$ cat src/audio_pkg.sv
/* audio sample and buffer types, I2S divider constants
   and the buffer write and I2S pin structs */
package audio_pkg;

  // buffer depth in samples
  localparam int BUF_DEPTH = 1024;
  // clk cycles per half period of mclk and sclk
  localparam int MCLK_HALF = 12;
  localparam int SCLK_HALF = 192;
  // sclk periods per lrclk slot
  localparam int SLOT_BITS = 16;

  typedef logic [15:0]                    sample_t;
  typedef logic [$clog2(BUF_DEPTH)-1:0]  buf_addr_t;
  typedef logic [$clog2(MCLK_HALF)-1:0]  mclk_cnt_t;
  typedef logic [$clog2(SCLK_HALF)-1:0]  sclk_cnt_t;
  typedef logic [$clog2(SLOT_BITS)-1:0]  bit_cnt_t;

  // one write into the sample buffer
  typedef struct packed {
    buf_addr_t addr;
    sample_t   data;
    logic      en;
  } buf_write_t;

  // I2S pins toward the DAC
  typedef struct packed {
    logic mclk;
    logic sclk;
    logic lrclk;
    logic sdata;
  } i2s_out_t;

endpackage

$ cat src/bus_pkg.sv
/* microcontroller bus types, access struct, region codes
   and register constants of the bus-side register map */
package bus_pkg;

  // one bus data word
  typedef logic [15:0] bus_word_t;

  // top five bits of the byte address
  typedef logic [4:0] region_t;

  // pins arriving from the microcontroller
  typedef struct packed {
    logic      noe;
    logic      nwe;
    logic      nadv;
    bus_word_t data;
  } bus_in_t;

  // decoded access, strobes are one cycle wide
  typedef struct packed {
    region_t   region;
    logic      rd;
    logic      wr;
    bus_word_t wdata;
  } bus_access_t;

  // byte address 0x1000
  localparam region_t REGION_ID_A       = 5'b00010;
  // byte address 0x2000
  localparam region_t REGION_ID_B       = 5'b00100;
  // 0x70xx
  localparam region_t REGION_SCRATCH    = 5'b01110;
  // 0xC0xx, write only
  localparam region_t REGION_AUDIO_DATA = 5'b11000;
  // 0xD0xx, write only
  localparam region_t REGION_AUDIO_ADDR = 5'b11010;
  // 0xF0xx, read only
  localparam region_t REGION_RANDOM     = 5'b11110;

  // identification words
  localparam bus_word_t ID_A_WORD = 16'h5555;
  localparam bus_word_t ID_B_WORD = 16'hAAAA;

  // random word holds while this counter bit is set
  localparam int RAND_STEP_BIT = 10;

endpackage

$ cat src/reg_decode.sv
/* register map: read mux, scratch register, random word
   generator and the write port into the audio buffer */
module reg_decode (
  input  logic                 clk,
  input  logic                 rst_t,
  input  bus_pkg::bus_access_t access_i,
  output bus_pkg::bus_word_t   rd_data_o,
  output audio_pkg::buf_write_t buf_wr_o
);

  bus_pkg::bus_word_t scratch_q;
  bus_pkg::bus_word_t rand_q;

  // free-running, one bit of it gates the random step
  logic [bus_pkg::RAND_STEP_BIT:0] step_cnt;

  // held buffer address, set by the address region
  audio_pkg::buf_addr_t wr_addr;
  audio_pkg::sample_t   buf_data_q;
  logic                 buf_en_q;

  // counter and xnor LFSR, taps 15 and 3
  always_ff @(posedge clk) begin
    if (!rst_t) begin
      step_cnt <= '0;
      rand_q   <= '0;
    end else begin
      step_cnt <= step_cnt + 1'b1;
      if (!step_cnt[bus_pkg::RAND_STEP_BIT]) begin
        rand_q <= {rand_q[14:0], ~(rand_q[15] ^ rand_q[3])};
      end
    end
  end

  // register writes
  always_ff @(posedge clk) begin
    if (!rst_t) begin
      scratch_q <= '0;
      wr_addr   <= '0;
      buf_en_q  <= 1'b0;
    end else begin
      buf_en_q <= 1'b0;
      if (access_i.wr) begin
        case (access_i.region)
          bus_pkg::REGION_SCRATCH: begin
            scratch_q <= access_i.wdata;
          end
          bus_pkg::REGION_AUDIO_ADDR: begin
            wr_addr <= access_i.wdata[9:0];
          end
          // no auto-increment, address stays put
          bus_pkg::REGION_AUDIO_DATA: begin
            buf_en_q <= 1'b1;
          end
          default: begin
          end
        endcase
      end
    end
  end

  // sample data rides along with the enable
  always_ff @(posedge clk) begin
    if (access_i.wr && access_i.region == bus_pkg::REGION_AUDIO_DATA) begin
      buf_data_q <= access_i.wdata;
    end
  end

  // read mux, unmapped ranges read zero
  always_comb begin
    case (access_i.region)
      bus_pkg::REGION_ID_A:    rd_data_o = bus_pkg::ID_A_WORD;
      bus_pkg::REGION_ID_B:    rd_data_o = bus_pkg::ID_B_WORD;
      bus_pkg::REGION_SCRATCH: rd_data_o = scratch_q;
      bus_pkg::REGION_RANDOM:  rd_data_o = rand_q;
      default:                 rd_data_o = '0;
    endcase
  end

  assign buf_wr_o = '{addr: wr_addr, data: buf_data_q, en: buf_en_q};

  // xnor LFSR lock-up state is all ones
  a_rand_not_stuck: assert property (
    @(posedge clk) disable iff (!rst_t) rand_q != '1
  );

endmodule

$ cat config.mk
export PLATFORM = sky130hd
export DESIGN_NAME = reg_decode
export DESIGN_NICKNAME = d
export VERILOG_FILES = /design/src/audio_pkg.sv /design/src/bus_pkg.sv /design/src/reg_decode.sv
export SDC_FILE = /design/constraint.sdc
export NUM_CORES = 1
export LEC_CHECK = 0
export ABC_AREA = 1
export BUFFER_PORTS_ARGS = -buffer_cell sky130_fd_sc_hd__buf_4
export CORE_UTILIZATION = 25
export CTS_CLUSTER_SIZE = 25
export DETAILED_ROUTE_END_ITERATION = 8
export GPL_ROUTABILITY_DRIVEN = 0
export PLACE_DENSITY_LB_ADDON = 0.08
export SLEW_MARGIN = 20
export SYNTH_ARGS = -nofsm -noshare
export SYNTH_HDL_FRONTEND = slang
export SYNTH_SLANG_ARGS = --single-unit
$ cat constraint.sdc
create_clock -name clk -period 4.1 [get_ports clk]
set_input_delay 0.205 -clock clk [delete_from_list [all_inputs] [get_ports clk]]
set_output_delay 0.205 -clock clk [all_outputs]
set_load 0.005 [all_outputs]
### After elaboration in Yosys (flattened, before gate mapping)

Index checks and enable logic that the tools add are counted.

* output and inout port bits: 43
* register bits after elaboration: 70
* word-level logic and storage cells: 21

* add/sub/neg operators: 1
* mux-type cells: 2
* bitwise logic cells: 2
* equal/unequal tests: 6
* reductions and logical operators: 4

Operators by type and width (count)
* $pmux 16 s4: 1
* $eq 5x5->1 const B: 3
* $add 11x1->11 const B: 1
* $reduce_and 2->1: 3
* $eq 5x2->1 const B: 1
* $eq 5x3->1 const B: 1
* $eq 5x4->1 const B: 1
* $logic_and 1x1->1: 1
* $mux 1: 1
* $not 1->1: 1
* $xor 1x1->1: 1

### Depth between registers and ports, before layout

Gate-level depths: netlist of the first run.

* depth after elaboration: 2
* gate-level depth with buffers: 8

### Worst setup path after synthesis of the first run

No wires, ideal clock.

* path type: input-to-reg
* start point: in access_i[16] (netlist name)
* end point: reg buf_data_q[0] (enable)
* stages on the path: 3
* path slack: 2.515 ns
* setup time: 0.388 ns
* arrival: 1.196 ns
* path through: buf_2 -> nand2_1 -> nor2_1

* word-level cells in the longest chain between the ends: 1

RTL lines
* from (decl): RTL line reg_decode.sv:6 `input bus_pkg::bus_access_t access_i,`
* $logic_and 1x1->1: RTL line reg_decode.sv:64 `if (access_i.wr && access_i.region == bus_pkg::REGION_AUDIO_DATA) begin`
* to (signal assigned): RTL line reg_decode.sv:65 `buf_data_q <= access_i.wdata;`
* to (decl): RTL line reg_decode.sv:19 `audio_pkg::sample_t buf_data_q;`

No other way between the ends.
A chain may end at the register's enable or synchronous reset.

### Worst setup path in the final report of the first run

* start point: in access_i[22] (netlist name)
* end point: out rd_data_o[8]

* word-level cells in the longest chain between the ends: 2
* elaborated cells between the ends (all ways): 5

RTL lines
* $eq 5x5->1, or another cell as far along: RTL line reg_decode.sv:71 `case (access_i.region)`
* $pmux 16 s4 (*): RTL line reg_decode.sv:71
* to (decl): RTL line reg_decode.sv:7 `output bus_pkg::bus_word_t rd_data_o,`

Every way passes the cells marked *; elsewhere a longest branch is shown, timed or not.

==> flow_metrics.py, run 1 <==
metrics = {
    "min_path": {
        "min_to": "buf_data_q[11]",
        "hold_depth": 1,
        "hp-start": "access_i[11]",
        "hold_path.class": "in -> reg",
    },
    "sta": {
        "finalCritPeriodShare_pct": 47.7,
        "worst_slew_pin_slew_ns": 0.630,
        "min_period_ns": 1.95,
        "slew_viol_final": 0,
        "fmax_mhz": 512,
        "slew_headroom_pct": 57.9,
        "fin_tns_setup_ns": 0,
        "fin_hold_ws_ns": 0.0571,
        "rsz0062_at_grt": "no",
        "setup_viol": 0,
        "fin_skew_ns": 0.00181,
        "hold_violations": 0,
    },
    "pwr": {
        "vdd_ir_drop_max_v": 0.000160,
        "p_clk_share_pct": 46.7,
        "p_leak_nw": 1.81,
        "comb_power_share_pct": 5.9,
        "p_sw_mw": 0.354,
        "p_per_area_nw_per_um2": 386,
        "switching_share_pct": 23.3,
        "p_int_mw": 1.17,
        "pwr-share-seq_pct": 47.4,
    },
    "die": {
        "die_x_um": 113,
        "initial_core_util_pct": 25.7,
        "dieHeight_um": 113,
        "row_count": 40,
        "dieArea_um2": 12800,
        "io_pins": 68,
        "coreArea_um2": 12000,
    },
    "critical_path": {
        "cp_slowest_cell": "inv_2",
        "crit_type": "in -> out",
        "path_cells": "buf_4 -> inv_2 -> nand3_1 -> nand3_1 -> buf_4",
        "critPathMaxFanout": 35,
        "critPathLaunchType": "input pin",
        "rr_worst_depth": 3,
        "r2r_slack_ns": 2.52,
        "cpPeakStageDelay_ns": 0.49,
        "arrival_ns": 1.75,
        "worstPathRequired_ns": 3.89,
        "worstSetupEndpointType": "output port",
        "reg2reg_to": "rand_q[1]",
        "crit-reg2reg-launch": "step_cnt[10]",
    },
    "global_routing": {
        "antenna_found_initial": 0,
        "grt-ovfl-total": 0,
        "grt_max_degree": 50,
        "grt_usage_pct": 13.7,
        "grt_pass1_wl_um": 13500,
        "grt_pass1_vias": 2663,
    },
    "yosys": {
        "synth_top_area_cell": "dfxtp_1",
        "avgSynthCellArea_um2": 7.59,
        "synth_cell_type_count": 22,
        "synthTopCellsByArea": "dfxtp_1 35%, edfxtp_1 16%, nand3_1 11%",
        "yosys_warnings": 0,
        "synth_cells": 407,
        "syn-num-nets": 433,
        "netlist.area_leader.share_pct": 35.0,
        "syn_area_um2": 3090,
        "ys_ff_latch": 70,
        "yosysSeqAreaShare_pct": 50.5,
    },
    "clock_tree": {
        "cts_root_buf": "clkbuf_16",
        "clock_latency_ns": 0.33,
        "cts-resized-gates": 0,
        "tritoncts": "done",
        "cts_post_setup_buffers_inserted": 0,
        "clk_path_buf_depth": 2,
        "cts-hold-fix-buffers": 0,
        "clock-sinks": 70,
        "cts_made_buffers": 9,
        "htree_num_levels": 3,
        "clk_pin_slew_worst_paths_ns": 0.05,
    },
    "detailed_routing": {
        "ant_nets": 0,
        "routed_wl_um": 8220,
        "post_drt_wl_per_cell_um": 13.4,
        "via_per_inst": 4.47,
        "drtPass1Iterations": 4,
        "num_vias": 2748,
        "drt_iter0_drc": 137,
        "drc_errors": 0,
    },
    "job": {
        "cap_violations": 0,
    },
    "cells_and_area": {
        "area_delta_synth_final_pct": 27.4,
        "final_area_um2": 3940,
        "fillCellCount": 1326,
        "nets": 489,
        "instances_no_fill": 615,
        "final_util_pct": 32.8,
        "antenna_cells": 0,
        "drive_gt1_share_pct": 19.9,
    },
    "placement": {
        "dp.cells": 598,
        "port_buffers": 66,
        "hpwl_um": 5460,
        "placed_cell_area_um2": 3650,
    },
    "run_status": {
        "status": "finished, final reports clean",
    },
}
## synthesized netlist by cell type
cell      number
nor3_1         2
buf_4          2
o21a_1         1
o21ai_0       17
dfxtp_1       54
nor2_1        61
a21oi_1       18
ha_1           1
buf_2         10
nand4_1       17
nand3_1       67
nor2_4         1
nand2_1       60
clkinv_1       1
buf_6          3
edfxtp_1      16
buf_1          4
xnor2_1        3
nand3_4        1
clkbuf_1       5
inv_1         55
inv_2          8
## sequential cells by signal, summed over array words and instances (netlist names)
name,cells
rand_q,16
scratch_q,16
wr_addr,10
step_cnt,11
buf_data_q,16
buf_en_q,1
## worst max-delay path by stage
| stage | endpoint | start | cells after the start |
|---|---|---|---|
| after floorplan | buf_data_q[0] | access_i[16] | 3 |
| after CTS | rd_data_o[2] | access_i[18] | 7 |
| after detailed placement | scratch_q[8] | access_i[18] | 8 |
| after global placement | scratch_q[6] | access_i[18] | 8 |
| final | rd_data_o[8] | access_i[22] | 5 |
| after global routing | rd_data_o[5] | access_i[22] | 5 |
## critical path: cells and delay by family
| kind | cells | cell delay (ns) |
|---|---|---|
| buf+inv | 3 | 0.81 |
| simple gates | 2 | 0.72 |
## power by group through the flow
stage	combinational [mW]	sequential (mW)	clock, mW
6_report	0.0904	0.720	0.710
3_3_place_gp	0.0906	0.735	0
3_5_place_dp	0.0909	0.735	0
2_1_floorplan	0.0496	0.734	0
5_1_grt	0.103	0.721	0.765
4_1_cts	0.0912	0.720	0.741
## layer usage
| metal | vias up | global-route usage [%] | share of wire (%) |
|---|---|---|---|
| met5 | - | 0 | 0 |
| met2 | 62 | 21.1 | 44 |
| met1 | 1262 | 17.8 | 50 |
| li1 | 1413 | - | - |
| met4 | 0 | 5.18 | 1.6 |
| met3 | 11 | 4.34 | 4.6 |
## stage by stage
stage | power [mW] | setup WS (ns)
global placement | 0.826 | 1.99
CTS | 1.55 | 2.02
finish | 1.52 | 2.15
global route | 1.59 | 2.03
floorplan | 0.784 | 2.52
detailed placement | 0.826 | 1.98
## kinds of logic (layout without fill, tap and decap cells)
logic type	after synthesis	count (layout)	synth area share (%)
AND/OR/NAND/NOR	209	209	30.2
buffers and inverters	88	149	12.1
flip-flops	70	70	50.5
AO/OA/AOI/OAI	36	36	5.91
XOR/XNOR	3	3	0.850
adder cells (fa/ha/maj)	1	1	0.405
## cells in the final DEF, fill, tap and decap left out, drive strengths merged
master  count
xnor2       3
clkinv      7
ha          1
a21oi      18
nand2      60
buf        69
inv        63
clkbuf     10
o21a        1
nand3      68
nand4      17
edfxtp     16
nor3        2
o21ai      17
nor2       62
dfxtp      54
## layout make-up
class,instances,area (um2),share of cell area [%]
inverters,64,240,6.10
clock inverters,6,27.5,0.699
well taps,147,184,4.67
repair buffers,69,531,13.5
clock buffers,10,239,6.07
multi-input cells,249,1160,29.4
flip-flops and latches,70,1560,39.6
Power figures use the tool's default switching activity.
==> inputs of run 2 (changes only) <==
clock period = 1.8 ns   (was 4.1 ns; I/O delays follow)
==> run 2 against run 1 <==
Against the previous run: critical path depth rose by 1; sequential power rose by 130%; die area did not move; register-to-register slack got worse by 2.0 ns; sequential cell count did not move; count of clock-buffer cells in the layout rose by 4; sequential share of layout area fell by 1.8 points.
==> flow_metrics.py, run 2 (synthesis results as in run 1) <==
metrics = {
    "run_status": {
        "status": "finished, final reports clean",
    },
    "critical_path": {
        "cp-startpoint": "step_cnt[0]",
        "r2r_slack_ns": 0.50,
        "crit-reg2reg-launch": "step_cnt[0]",
        "arrival_ns": 1.53,
        "critPathLaunchType": "flop",
        "worstSetupEndpointType": "flop",
        "worstPathRequired_ns": 2.03,
        "critPathMaxFanout": 4,
        "reg2reg_to": "step_cnt[10]",
        "crit_type": "reg -> reg",
        "rr_worst_depth": 6,
    },
    "pwr": {
        "pwr-share-seq_pct": 47.2,
        "comb_power_share_pct": 6.8,
        "p_clk_share_pct": 45.9,
        "p_per_area_nw_per_um2": 841,
        "p_leak_nw": 1.89,
        "p_int_mw": 2.70,
        "switching_share_pct": 22.4,
        "vdd_ir_drop_max_v": 0.000480,
        "p_sw_mw": 0.776,
    },
    "clock_tree": {
        "htree_num_levels": 3,
        "clk_pin_slew_worst_paths_ns": 0.05,
        "clock_latency_ns": 0.33,
        "clock-sinks": 70,
        "cts_post_setup_buffers_inserted": 0,
        "cts-hold-fix-buffers": 16,
        "cts-resized-gates": 0,
        "clk_path_buf_depth": 2,
        "tritoncts": "done",
        "cts_made_buffers": 9,
        "cts_root_buf": "clkbuf_16",
    },
    "die": {
        "die_x_um": 113,
        "io_pins": 68,
        "row_count": 40,
        "dieHeight_um": 113,
        "dieArea_um2": 12800,
        "coreArea_um2": 12000,
        "initial_core_util_pct": 25.7,
    },
    "detailed_routing": {
        "num_vias": 2775,
        "ant_nets": 0,
        "drt_iter0_drc": 160,
        "drc_errors": 0,
        "routed_wl_um": 8040,
        "post_drt_wl_per_cell_um": 12.6,
        "via_per_inst": 4.36,
        "drtPass1Iterations": 4,
    },
    "sta": {
        "rsz0062_at_grt": "no",
        "setup_viol": 0,
        "finalCritPeriodShare_pct": 72.2,
        "slew_viol_final": 0,
        "hold_violations": 0,
        "fin_skew_ns": 0.00386,
        "worst_slew_pin_slew_ns": 0.506,
        "fmax_mhz": 770,
        "fin_tns_setup_ns": 0,
        "min_period_ns": 1.30,
        "slew_headroom_pct": 66.3,
    },
    "cells_and_area": {
        "mostFrequentLayoutCell": "buf_4",
        "final_area_um2": 4130,
        "fillCellCount": 1320,
        "final_util_pct": 34.4,
        "reg_top3": "buf_data_q (16), rand_q (16), scratch_q (16)",
        "nets": 510,
        "mostFrequentLayoutCells": "73 x buf_4, 67 x nand3_1, 61 x nor2_1, 60 x nand2_1, 55 x inv_1",
        "drive_gt1_share_pct": 19.2,
        "area_delta_synth_final_pct": 33.7,
        "antenna_cells": 0,
    },
    "global_routing": {
        "antenna_found_initial": 0,
        "grt-ovfl-total": 0,
        "grt_usage_pct": 13.8,
        "grt_pass1_vias": 2703,
        "grt_max_degree": 37,
        "grt_pass1_wl_um": 13700,
    },
    "min_path": {
        "min_to": "buf_en_q",
        "hp-start": "access_i[19]",
        "hold_depth": 4,
        "hold_path.class": "in -> reg",
    },
    "job": {
        "cap_violations": 0,
    },
    "placement": {
        "placed_cell_area_um2": 3710,
        "port_buffers": 66,
        "hpwl_um": 5500,
    },
}
## run 2: metal layers
layer  routed length, um  share of wire (%)  up-vias  global-route usage, %
met5                   0                  0        -                      0
met4                 110                1.4        0                   4.74
met3                 407                5.1        7                   4.87
met2                3490                 43       55                   21.8
met1                4030                 50     1251                   17.6
li1                    -                  -     1462                      -
## run 2: layout make-up
type / count / area [um2] / area share (%)
Clock buffer: 14 / 254 / 6.15
Clock inverter: 2 / 7.51 / 0.182
Inverter: 64 / 240 / 5.81
Multi-Input combinational cell: 249 / 1160 / 28.0
Sequential cell: 70 / 1560 / 37.8
Tap cell: 147 / 184 / 4.45
Timing Repair Buffer: 90 / 728 / 17.6
## run 2: how the worst max path moves through the flow
stage / endpoint / slack [ns] / cells after the start
2_1_floorplan: buf_data_q[0] / 0.33 / 3
3_3_place_gp: wr_addr[8] / 0.47 / 6
3_5_place_dp: wr_addr[8] / 0.45 / 6
4_1_cts: step_cnt[10] / 0.49 / 6
5_1_grt: step_cnt[10] / 0.30 / 6
6_report: step_cnt[10] / 0.50 / 6
## run 2: power groups by stage
stage	Clock, mW	Combinational, mW	Sequential, mW
floorplan	0	0.113	1.67
global placement	0	0.212	1.67
detailed placement	0	0.213	1.67
CTS	1.67	0.241	1.64
global route	1.73	0.269	1.64
finish	1.59	0.238	1.64
## run 2: critical path: stages, from the launching register on
cell     delay, ns
dfxtp_1       0.37
ha_1          0.21
nand3_1       0.11
nor2_1        0.28
nand3_1       0.11
nand2_1       0.07
nor2_1        0.04
## run 2: per-stage QoR
step	hold slack, ns	power [mW]	std cells	worst slack, ns
5_1_grt	0.0713	3.64	636	0.305
2_1_floorplan	0.189	1.79	407	0.330
3_5_place_dp	0.279	1.89	604	0.453
3_3_place_gp	0.283	1.89	604	0.469
6_report	0.0673	3.47	636	0.501
4_1_cts	0.0537	3.55	636	0.489
