===== src/audio_pkg.sv =====
/* audio sample and buffer types, I2S divider constants
   and the buffer write and I2S pin structs */
package audio_pkg;

  // buffer depth in samples
  localparam int BUF_DEPTH = 1024;
  // clk cycles per half period of mclk and sclk
  localparam int MCLK_HALF = 12;
  localparam int SCLK_HALF = 192;
  // sclk periods per lrclk slot
  localparam int SLOT_BITS = 16;

  typedef logic [15:0]                    sample_t;
  typedef logic [$clog2(BUF_DEPTH)-1:0]  buf_addr_t;
  typedef logic [$clog2(MCLK_HALF)-1:0]  mclk_cnt_t;
  typedef logic [$clog2(SCLK_HALF)-1:0]  sclk_cnt_t;
  typedef logic [$clog2(SLOT_BITS)-1:0]  bit_cnt_t;

  // one write into the sample buffer
  typedef struct packed {
    buf_addr_t addr;
    sample_t   data;
    logic      en;
  } buf_write_t;

  // I2S pins toward the DAC
  typedef struct packed {
    logic mclk;
    logic sclk;
    logic lrclk;
    logic sdata;
  } i2s_out_t;

endpackage


===== src/i2s_tx.sv =====
/* I2S transmitter: mclk and sclk dividers, slot counter,
   serializer with one-bit delay and the fetch requester */
module i2s_tx (
  input  logic                clk,
  input  logic                rst_t,
  input  logic                fetch_ack_i,
  input  audio_pkg::sample_t  sample_i,
  output logic                fetch_req_o,
  output audio_pkg::i2s_out_t i2s_o
);

  audio_pkg::mclk_cnt_t mclk_cnt;
  audio_pkg::sclk_cnt_t sclk_cnt;
  audio_pkg::bit_cnt_t  bit_cnt;

  logic mclk_q;
  logic sclk_q;
  logic lrclk_q;
  logic sdata_q;

  logic mclk_tick;
  logic sclk_tick;
  logic sclk_fall;

  // word fetched during the current slot
  audio_pkg::sample_t held_q;
  // shifter, msb goes out next
  audio_pkg::sample_t shift_q;

  assign mclk_tick = (mclk_cnt == audio_pkg::mclk_cnt_t'(audio_pkg::MCLK_HALF - 1));
  assign sclk_tick = (sclk_cnt == audio_pkg::sclk_cnt_t'(audio_pkg::SCLK_HALF - 1));
  assign sclk_fall = sclk_tick && sclk_q;

  // clock dividers
  always_ff @(posedge clk) begin
    if (!rst_t) begin
      mclk_cnt <= '0;
      sclk_cnt <= '0;
      mclk_q   <= 1'b0;
      sclk_q   <= 1'b0;
    end else begin
      mclk_cnt <= mclk_tick ? '0 : mclk_cnt + 1'b1;
      sclk_cnt <= sclk_tick ? '0 : sclk_cnt + 1'b1;
      if (mclk_tick) begin
        mclk_q <= ~mclk_q;
      end
      if (sclk_tick) begin
        sclk_q <= ~sclk_q;
      end
    end
  end

  // slot counter and serializer, all on sclk falling
  always_ff @(posedge clk) begin
    if (!rst_t) begin
      bit_cnt <= '0;
      lrclk_q <= 1'b0;
      sdata_q <= 1'b0;
      shift_q <= '0;
    end else if (sclk_fall) begin
      // lsb of the previous word trails the lrclk change
      sdata_q <= shift_q[15];
      if (bit_cnt == '0) begin
        lrclk_q <= ~lrclk_q;
        // halved sample, zero into the msb
        shift_q <= {1'b0, held_q[15:1]};
      end else begin
        shift_q <= {shift_q[14:0], 1'b0};
      end
      if (bit_cnt == audio_pkg::bit_cnt_t'(audio_pkg::SLOT_BITS - 1)) begin
        bit_cnt <= '0;
      end else begin
        bit_cnt <= bit_cnt + 1'b1;
      end
    end
  end

  // requester side of the fetch handshake
  always_ff @(posedge clk) begin
    if (!rst_t) begin
      fetch_req_o <= 1'b0;
      held_q      <= '0;
    end else if (fetch_req_o && fetch_ack_i) begin
      held_q      <= sample_i;
      fetch_req_o <= 1'b0;
    end else if (sclk_fall && bit_cnt == audio_pkg::bit_cnt_t'(1)) begin
      // second sclk period of the slot
      fetch_req_o <= 1'b1;
    end
  end

  assign i2s_o = '{mclk: mclk_q, sclk: sclk_q, lrclk: lrclk_q, sdata: sdata_q};

  // buffer answers before the next sclk fall, serializer never stalls
  a_req_answered: assert property (
    @(posedge clk) disable iff (!rst_t) fetch_req_o |-> !sclk_fall
  );

endmodule


===== config.mk =====
export PLATFORM = sky130hd
export DESIGN_NAME = i2s_tx
export DESIGN_NICKNAME = d
export VERILOG_FILES = /design/src/audio_pkg.sv /design/src/i2s_tx.sv
export SDC_FILE = /design/constraint.sdc
export NUM_CORES = 1
export LEC_CHECK = 0
export BUFFER_PORTS_ARGS = -buffer_cell sky130_fd_sc_hd__buf_2
export CORE_MARGIN = 2
export CORE_UTILIZATION = 30
export DETAILED_ROUTE_END_ITERATION = 10
export HOLD_SLACK_MARGIN = 0.08
export PLACE_DENSITY = 0.45
export SETUP_SLACK_MARGIN = 0.1
export SLEW_MARGIN = 20
export SYNTH_ARGS = -nofsm -noshare
export SYNTH_HDL_FRONTEND = slang
export SYNTH_SLANG_ARGS = --single-unit

===== constraint.sdc =====
create_clock -name clk -period 3 [get_ports clk]
set_clock_uncertainty 0.1 [all_clocks]
set_input_delay 0.6 -clock clk [delete_from_list [all_inputs] [get_ports clk]]
set_output_delay 0.6 -clock clk [all_outputs]
set_load 0.1 [all_outputs]

# == After elaboration in Yosys (flattened, before gate mapping) ==
# Cells that the tools add are included.
# word_totals
output_inout_bits,5
regBits,53
in_bits,19
wordCells,31
# op_classes
bitwise,4
n_reduce_logical,8
n_mux,2
addsub,3
n_eq_ne,4
# op_table
cell,count
$mux W16,1
$add A4 B1 Y4 const B,2
$add A8 B1 Y8 const B,1
$eq A4 B4 Y1 const B,2
$eq A8 B8 Y1 const B,1
$reduce_or A2 Y1,3
$eq A4 B1 Y1 const B,1
$logic_not A4 Y1,1
$mux W4,1
$not A1 Y1,4
$logic_and A1 B1 Y1,3
$reduce_and A2 Y1,1

# == Depth between registers and ports, before layout ==
# Gate-level depths: netlist of run 1.
# logic_depth
word_depth,3
depth_mapped,7
ltp_nobuf,5

# == Least setup slack after synthesis of run 1 ==
# OpenSTA, ideal clock, no wires.
# synth_timing
path_kind,register to register
from,register fetch_req_o
to,register held_q[1]
arrival_ns,1.844
setup_time_ns,0.071
setup_slack_ns,0.985
path_stages_with_launch,6
synth_period_minus_slack_ns,2.015
required_ns,2.829
path_buffers,2
cell_sequence,dfxtp_1 and2_1 clkbuf_1 clkbuf_1 nand2_1 a21oi_1
# synth_via
elab_chain_len,1
# synth_rtl
element,line,rtl
"start, declared",i2s_tx.sv:8,"output logic fetch_req_o,"
"start signal, assigned",i2s_tx.sv:81,fetch_req_o <= 1'b0;
"start signal, assigned",i2s_tx.sv:85,fetch_req_o <= 1'b0;
"start signal, assigned",i2s_tx.sv:88,fetch_req_o <= 1'b1;
$logic_and A1 B1 Y1,i2s_tx.sv:83,end else if (fetch_req_o && fetch_ack_i) begin
"end signal, assigned",i2s_tx.sv:84,held_q <= sample_i;
"end, declared",i2s_tx.sv:26,audio_pkg::sample_t held_q;
# No other way between the ends.
# A chain may end at the register's enable or synchronous reset.

# == Worst setup path in the final report of run 1 ==
# layout_timing
from,register bit_cnt[0]
to,register lrclk_q
# layout_via
elab_chain_len,2
# layout_rtl
element,line,rtl
"start, declared",i2s_tx.sv:14,audio_pkg::bit_cnt_t bit_cnt;
"start signal, assigned",i2s_tx.sv:73,bit_cnt <= bit_cnt + 1'b1;
$logic_not A4 Y1,i2s_tx.sv:63,if (bit_cnt == '0) begin
$reduce_and A2 Y1 (no source line),--,
"end signal, assigned",i2s_tx.sv:64,lrclk_q <= ~lrclk_q;
"end, declared",i2s_tx.sv:18,logic lrclk_q;
# No other way between the ends.

==> run metrics, run 1 <==
drt pass-1 iters=4; die width=89.8 µm; Yosys warning count=0; # diodes=0; CTS buffer count=5; worst r2r dst=lrclk_q; largest net degree at the start of global routing=46; Critical path origin=bit_cnt[0]; Synth Area per Inst=8.26 µm²; final core utilization=0.345; Post-CTS Setup Inserts=0; post_cts resized=0; CTS max path bufs=2; proportion of layout cells with a drive suffix above 1=0.129; P_leak=0.815 nW; Power Internal=0.000960 W; cts hold-fix bufs=0; status=completed; boundary pin count=24; DRT antenna net count=0; flops & latches, synth=52; number of synthesized flops with an enable pin=0; vias in the first global route=1759; Synth Flop Type=dfxtp_1; Die Y=89.8 µm; GRT overflow=0; final setup vio count=0; fmax=494 MHz; IO buf count=22; final wirelength=4960 µm; pwr dens=496 nW/µm²; GPL Wtd Cong=0.764; reg2reg path depth=5; fin crit period=2020 ps; vias per cell=4.85; worst reg2reg path startpoint=bit_cnt[0]; area of the multi-input gates=1050 µm²; Yosys top cell area share=0.472; largest cells by area after synthesis=dfxtp_1, nand2_1, a21oi_1, a311oi_1, ha_1; DRC Markers=0; Setup crit end=lrclk_q; clock power share=0.397; MaxCap Viol Count=0; Setup crit start kind=flop; CTS tree=built; Yosys top cell by area=dfxtp_1; hpwl dp=3070 µm; Layout fillers=762; sequential area share after synthesis=0.472; Pins Over Slew Limit=0; Worst-Margin Slew=854 ps; VDD IR max=0.261 mV; Core ar.=7180 µm²; fin area=2480 µm²; Net Sw Power=0.000271 W; setup_tns=0 ps; die area=8060 µm²; Setup CP Type=flop to flop; max_slew headroom=0.430; combinational power share=0.031; Sequential Power Share=0.572; Cell Area, Placed=2370 µm²; RSZ-0062 raised after global routing=false; critical path endpoint category=flop; register area=1040 µm²; Hold Vio Cnt, Final=0; via count=1840; switching share of power=0.220; global-route wire length before repair=8470 µm; CTS root buf=clkbuf_8; area of the mapped netlist=2210 µm²; worst-skew pair later-pin latency=310 ps; initial antenna violation count=0; worst hold path type=flop to flop; Area Overhead vs Synth=12.4%; most common cell in the netlist=nand2_1; DRT iter0 DRCs=51; r2r setup slk=980 ps; ys async rst share=0; GRT Total Usage=0.128; initial core utilization=0.307; hold slack=362 ps; wire per inst=13.1 µm; Worst-path clk slew=100 ps; CTS H-tree lvls=2; synth cell count leaders=nand2_1, dfxtp_1, a21oi_1; CP Max Fanout=17; Final Cycle Share=0.674; syn nets=291; library cells used by synthesis=38; layout net count=303; Post-Synthesis Cells=267; Worst EP arrival=2160 ps; Site Rows=31; clk sink count=52; Worst Path Required=3140 ps
[per-layer routing]
metal  vias to the layer above  routed length [µm]  GRT usage
li1                        962                   -          -
met1                       842                2510      0.176
met2                        28                2190      0.199
met3                         8                 177     0.0302
met4                         0                  76     0.0385
met5                         -                   0          0
[worst min-delay path by stage]
stage / from / to / cells past startpoint
2_1_floorplan: mclk_cnt[0] / mclk_cnt[0] / 1
3_3_place_gp: mclk_cnt[0] / mclk_cnt[0] / 1
3_5_place_dp: held_q[2] / held_q[2] / 2
4_1_cts: held_q[5] / held_q[5] / 2
5_1_grt: held_q[13] / held_q[13] / 2
6_report: held_q[5] / held_q[5] / 2
[final cells by class]
type | count | area share
clock buffers | 5 | 0.0278
clock inverters | 3 | 0.0172
inverters | 6 | 0.00909
multi-input cells | 189 | 0.423
flip-flops and latches | 52 | 0.420
well taps | 99 | 0.0500
repair buffers | 25 | 0.0535
[power groups by stage]
stage	Clock, W	Combinational [W]	Sequential (W)
2_1_floorplan	0	0.0000221	0.000717
3_3_place_gp	0	0.0000389	0.000719
3_5_place_dp	0	0.0000395	0.000719
4_1_cts	0.000505	0.0000395	0.000703
5_1_grt	0.000528	0.0000443	0.000705
6_report	0.000489	0.0000381	0.000703
[placed cells by master (no fill, tap or decap), types with 2 or more instances in the layout]
master / instances
nand2_1: 63
dfxtp_1: 52
a21oi_1: 40
buf_2: 22
a311oi_1: 14
nor2_1: 12
o21ai_0: 9
nand3_1: 8
inv_1: 5
ha_1: 5
clkbuf_8: 5
nand4_1: 3
or4_1: 3
o31ai_1: 3
xor2_1: 3
a31oi_1: 3
buf_4: 3
mux2i_1: 2
and3_1: 2
nand2b_1: 2
[sequential cells by signal (all words and copies together), names as in the netlist]
signal and flops:
mclk_q 1, fetch_req_o 1, sdata_q 1, shift_q 16, sclk_q 1, lrclk_q 1
mclk_cnt 4, bit_cnt 4, held_q 15, sclk_cnt 8
[per-stage QoR]
stage | setup slack, ps | power (W) | cells
2_1_floorplan | 985 | 0.000740 | 267
3_3_place_gp | 1010 | 0.000758 | 371
3_5_place_dp | 982 | 0.000759 | 371
4_1_cts | 957 | 0.00125 | 379
5_1_grt | 783 | 0.00128 | 379
6_report | 977 | 0.00123 | 379
[cells by family (layout without fill, tap and decap cells)]
kind of cell	count (synthesis)	count (layout)	synth area share
xor gates and xnor gates	4	4	0.0159
adders and majority gates	5	5	0.0284
and+or+nand+nor	107	107	0.229
muxes	2	2	0.00908
DFF	52	52	0.472
AOI/OAI and AO/OA	71	71	0.193
buffers and inverters	26	39	0.0533
[worst max-delay path, cell delays in order (launching register included)]
cell     delay, ps
dfxtp_1        380
inv_1           80
ha_1           140
or3b_1         620
or4_1          490
a21oi_1        140
(Power assumes the default switching activity.)
==> inputs of run 2 (changes only) <==
- PLACE_DENSITY: 0.45 -> 0.47
- clock period: 3 -> 1.81 ns (I/O delays scaled with it)
==> run 2 against run 1 <==
Net effect:
- worst setup slack worse by 850 ps
- combinational power is 88% higher
- flip-flop and latch count stayed put
- fmax is 20% higher
- design area is 4.7% higher
- final cell count is 3.4% higher
- global-route usage is 0.26 points lower
- sequential share of layout area is 1.7 points lower
- critical path depth stayed put
- sequential power is 65% higher
==> run metrics, run 2 (same netlist as run 1, synthesis figures left out) <==
status=completed; Final Cycle Share=0.928; DRC Markers=0; hpwl dp=3170 µm; Crit-path slowest cell=or4_1; Worst EP arrival=1810 ps; MaxCap Viol Count=0; fin crit period=1680 ps; max reg flops=16; worst-skew pair later-pin latency=300 ps; Worst-Margin Slew=488 ps; via count=1898; clk sink count=52; Area Overhead vs Synth=17.7%; CP max stage delay=410 ps; most common cell after layout, fill and taps aside=nand2_1; P_leak=0.876 nW; final wirelength=4890 µm; setup_tns=0 ps; global-route wire length before repair=8440 µm; CTS buffer count=5; Worst-path clk slew=90 ps; drt pass-1 iters=4; DRT iter0 DRCs=106; total power=0.00185 W; CTS root buf=clkbuf_8; Hold Vio Cnt, Final=0; CP Max Fanout=4; # diodes=0; die area=8060 µm²; wire per inst=12.5 µm; final core utilization=0.362; die width=89.8 µm; Site Rows=31; Pins Over Slew Limit=0; largest net degree at the start of global routing=40; VDD IR max=0.334 mV; fmax=595 MHz; initial antenna violation count=0; DRT antenna net count=0; CTS max path bufs=2; critical path endpoint category=flop; vias per cell=4.84; max_slew headroom=0.677; biggest regs=shift_q x16, held_q x15, sclk_cnt x8; Die Y=89.8 µm; pwr dens=713 nW/µm²; proportion of layout cells with a drive suffix above 1=0.184; IO buf count=22; cts hold-fix bufs=0; Setup CP Type=flop to flop; commonest non-fill, non-tap cells in the layout=nand2_1, dfxtp_1, a21oi_1, buf_2; GRT Total Usage=0.125; Core ar.=7180 µm²; RSZ-0062 raised after global routing=true; Setup crit start kind=flop; GRT overflow=0; CP cell instances=inv_1, ha_2, or3b_4, or4_1, a21oi_1; CTS H-tree lvls=2; layout net count=317; Worst Path Required=1940 ps; CTS tree=built; boundary pin count=24; vias in the first global route=1839; final setup vio count=0; GPL Wtd Cong=0.716; largest register by flop count=shift_q; initial core utilization=0.307; worst hold path type=input port to flop
==> run 2: critical path: cells and delay by family (launching register included) <==
| family | cells | cell delay [ps] |
|---|---|---|
| and+or+nand+nor | 2 | 800 |
| adders and majority gates | 1 | 170 |
| DFF | 1 | 360 |
| AOI/OAI and AO/OA | 1 | 120 |
| buffers and inverters | 1 | 80 |
==> run 2: final timing paths <==
| path | cells past startpoint | endpoint | slack, ps | startpoint |
|---|---|---|---|---|
| min reg2reg | 1 | sclk_cnt[0] | 330 | sclk_cnt[0] |
| max reg2reg | 5 | lrclk_q | 130 | bit_cnt[1] |
| max | 5 | lrclk_q | 130 | bit_cnt[1] |
| min | 3 | held_q[7] | 190 | sample_i[7] |
==> run 2: stage by stage <==
step           cells  setup WS (ps)  instance area, µm²  hold slack [ps]
3_3_place_gp     384            155                2490              343
5_1_grt          392           66.2                2600              184
2_1_floorplan    267            115                2210              323
4_1_cts          391            102                2570              177
6_report         392            130                2600              189
3_5_place_dp     384            132                2490              350
==> run 2: where the power goes <==
part | leakage [nW] | switching [W] | internal, W
logic | 0.414 | 0.0000384 | 0.0000334
clock network | 0.0410 | 0.000353 | 0.000264
registers | 0.421 | 0.0000102 | 0.00115
==> run 2: final cells by class <==
type                    count  area (µm²)
fillers                   781        4580
inverters                   6        22.5
clock buffers               6        72.6
flip-flops and latches     52        1050
repair buffers             39         267
well taps                  99         124
clock inverters             1        5.00
multi-input cells         189        1060
==> run 2: repair_timing <==
action,CTS,global route
hold endpoints to repair,0,0
buffers inserted,0,1
resized for setup,0,7
setup endpoints to repair,0,14
==> run 2: metal layers <==
layer / GRT usage / share of wire
met1: 0.166 / 0.49
met2: 0.205 / 0.47
met3: 0.0260 / 0.033
met4: 0.0410 / 0.011
met5: 0 / 0
==> inputs of run 3 (changes only) <==
- CORE_ASPECT_RATIO: unset -> 0.6
==> run 3 against run 2 <==
Net effect:
- flip-flop and latch count is the same
- sequential share of layout area shrank 1.5 points
- design area grew 3.4%
- highest routed layer unchanged
==> run metrics, run 3 (same netlist as run 1, synthesis figures left out) <==
Hold Path Stages=3; DRT antenna net count=0; worst hold path type=input port to flop; vias per cell=4.91; MaxCap Viol Count=0; Cell Area, Placed=2470 µm²; CTS max path bufs=2; pwr dens=904 nW/µm²; final wirelength=5090 µm; Placed Cells=374; GRT overflow=0; fin cells=384; boundary pin count=24; fin crit period=1650 ps; DRC Markers=0; Layout fillers=764; setup ws final=157 ps; GPL Wtd Cong=0.731; vias in the first global route=1754; GRT Total Usage=0.141; initial antenna violation count=0; fmax=605 MHz; die width=115 µm; drt pass-1 iters=4; CP Max Fanout=5; Area Overhead vs Synth=21.7%; clk sink count=52; CTS buffer count=5; Pins Over Slew Limit=0; area of the multi-input gates=1050 µm²; worst reg2reg path startpoint=bit_cnt[1]; # diodes=0; Hold Vio Cnt, Final=0; Setup crit start kind=flop; layout net count=317; DRT iter0 DRCs=129; status=completed; Core ar.=7210 µm²; Hold Crit Start=sample_i[5]; max reg flops=16; Worst Path Required=1930 ps; worst-skew pair later-pin latency=290 ps; max_slew headroom=0.638; Final Cycle Share=0.913; biggest regs=shift_q x16, held_q x15, sclk_cnt x8; setup_tns=0 ps; CTS H-tree lvls=2; Die Y=70.4 µm; RSZ-0062 raised after global routing=false; largest register by flop count=shift_q; register area=1040 µm²; P_leak=0.920 nW; dpl ws=125 ps; Worst EP arrival=1770 ps; most common cell after layout, fill and taps aside=nand2_1; CTS root buf=clkbuf_16; Worst-Margin Slew=542 ps; final core utilization=0.372; VDD IR max=0.391 mV; fin area=2680 µm²; commonest non-fill, non-tap cells in the layout=nand2_1, dfxtp_1, a21oi_1, buf_2; IO buf count=22; wire per inst=13.3 µm; Worst-path clk slew=70 ps; Site Rows=24; proportion of layout cells with a drive suffix above 1=0.184; critical path endpoint category=flop; initial core utilization=0.306; final setup vio count=0; reg2reg path depth=5; via count=1884; largest net degree at the start of global routing=27; global-route wire length before repair=8950 µm; hpwl dp=3390 µm; CTS tree=built; Setup CP Type=flop to flop; die area=8080 µm²; Critical path origin=bit_cnt[1]
[run 3: area by class of cell]
class | instances | share of cell area
clock buffers | 5 | 0.0466
repair buffers | 39 | 0.0993
clock inverters | 2 | 0.0224
multi-input cells | 189 | 0.392
flip-flops and latches | 52 | 0.389
well taps | 91 | 0.0424
inverters | 6 | 0.00839
[run 3: where the power goes]
part	total, W	leakage, nW	internal (W)	switching (W)
clock network	0.00119	0.0899	0.000784	0.000402
logic	0.0000755	0.409	0.0000341	0.0000413
registers	0.00116	0.421	0.00116	0.00000921
total	0.00243	0.920	0.00197	0.000453
[run 3: what timing repair did]
action	CTS	global route
hold buffers	0	0
endpoints found under the setup margin	0	22
resized for setup	0	5
setup buffers	0	3
endpoints found under the hold margin	0	0
[run 3: metal layers]
layer / GRT usage / wire, µm / vias to the layer above
li1: - / - / 989
met1: 0.226 / 2980 / 866
met2: 0.178 / 1900 / 27
met3: 0.0356 / 185 / 2
met4: 0.0415 / 30 / 0
met5: 0 / 0 / -
[run 3: critical path, stage by stage (launching register included)]
cell     delay [ps]
dfxtp_2         340
inv_2            60
ha_1            140
or3b_4          400
or4_1           400
a21oi_1         150
[run 3: path summary, 6_finish.rpt]
kind | end | slack [ps]
worst min-delay path | held_q[5] | 210
worst max register to register | lrclk_q | 160
worst max-delay path | lrclk_q | 160
worst min register to register | held_q[8] | 360
[run 3: metrics by stage]
| step | total power [W] | hold slack (ps) |
|---|---|---|
| 2_1_floorplan | 0.00123 | 323 |
| 3_3_place_gp | 0.00126 | 342 |
| 3_5_place_dp | 0.00127 | 349 |
| 4_1_cts | 0.00246 | 202 |
| 5_1_grt | 0.00252 | 200 |
| 6_report | 0.00243 | 208 |
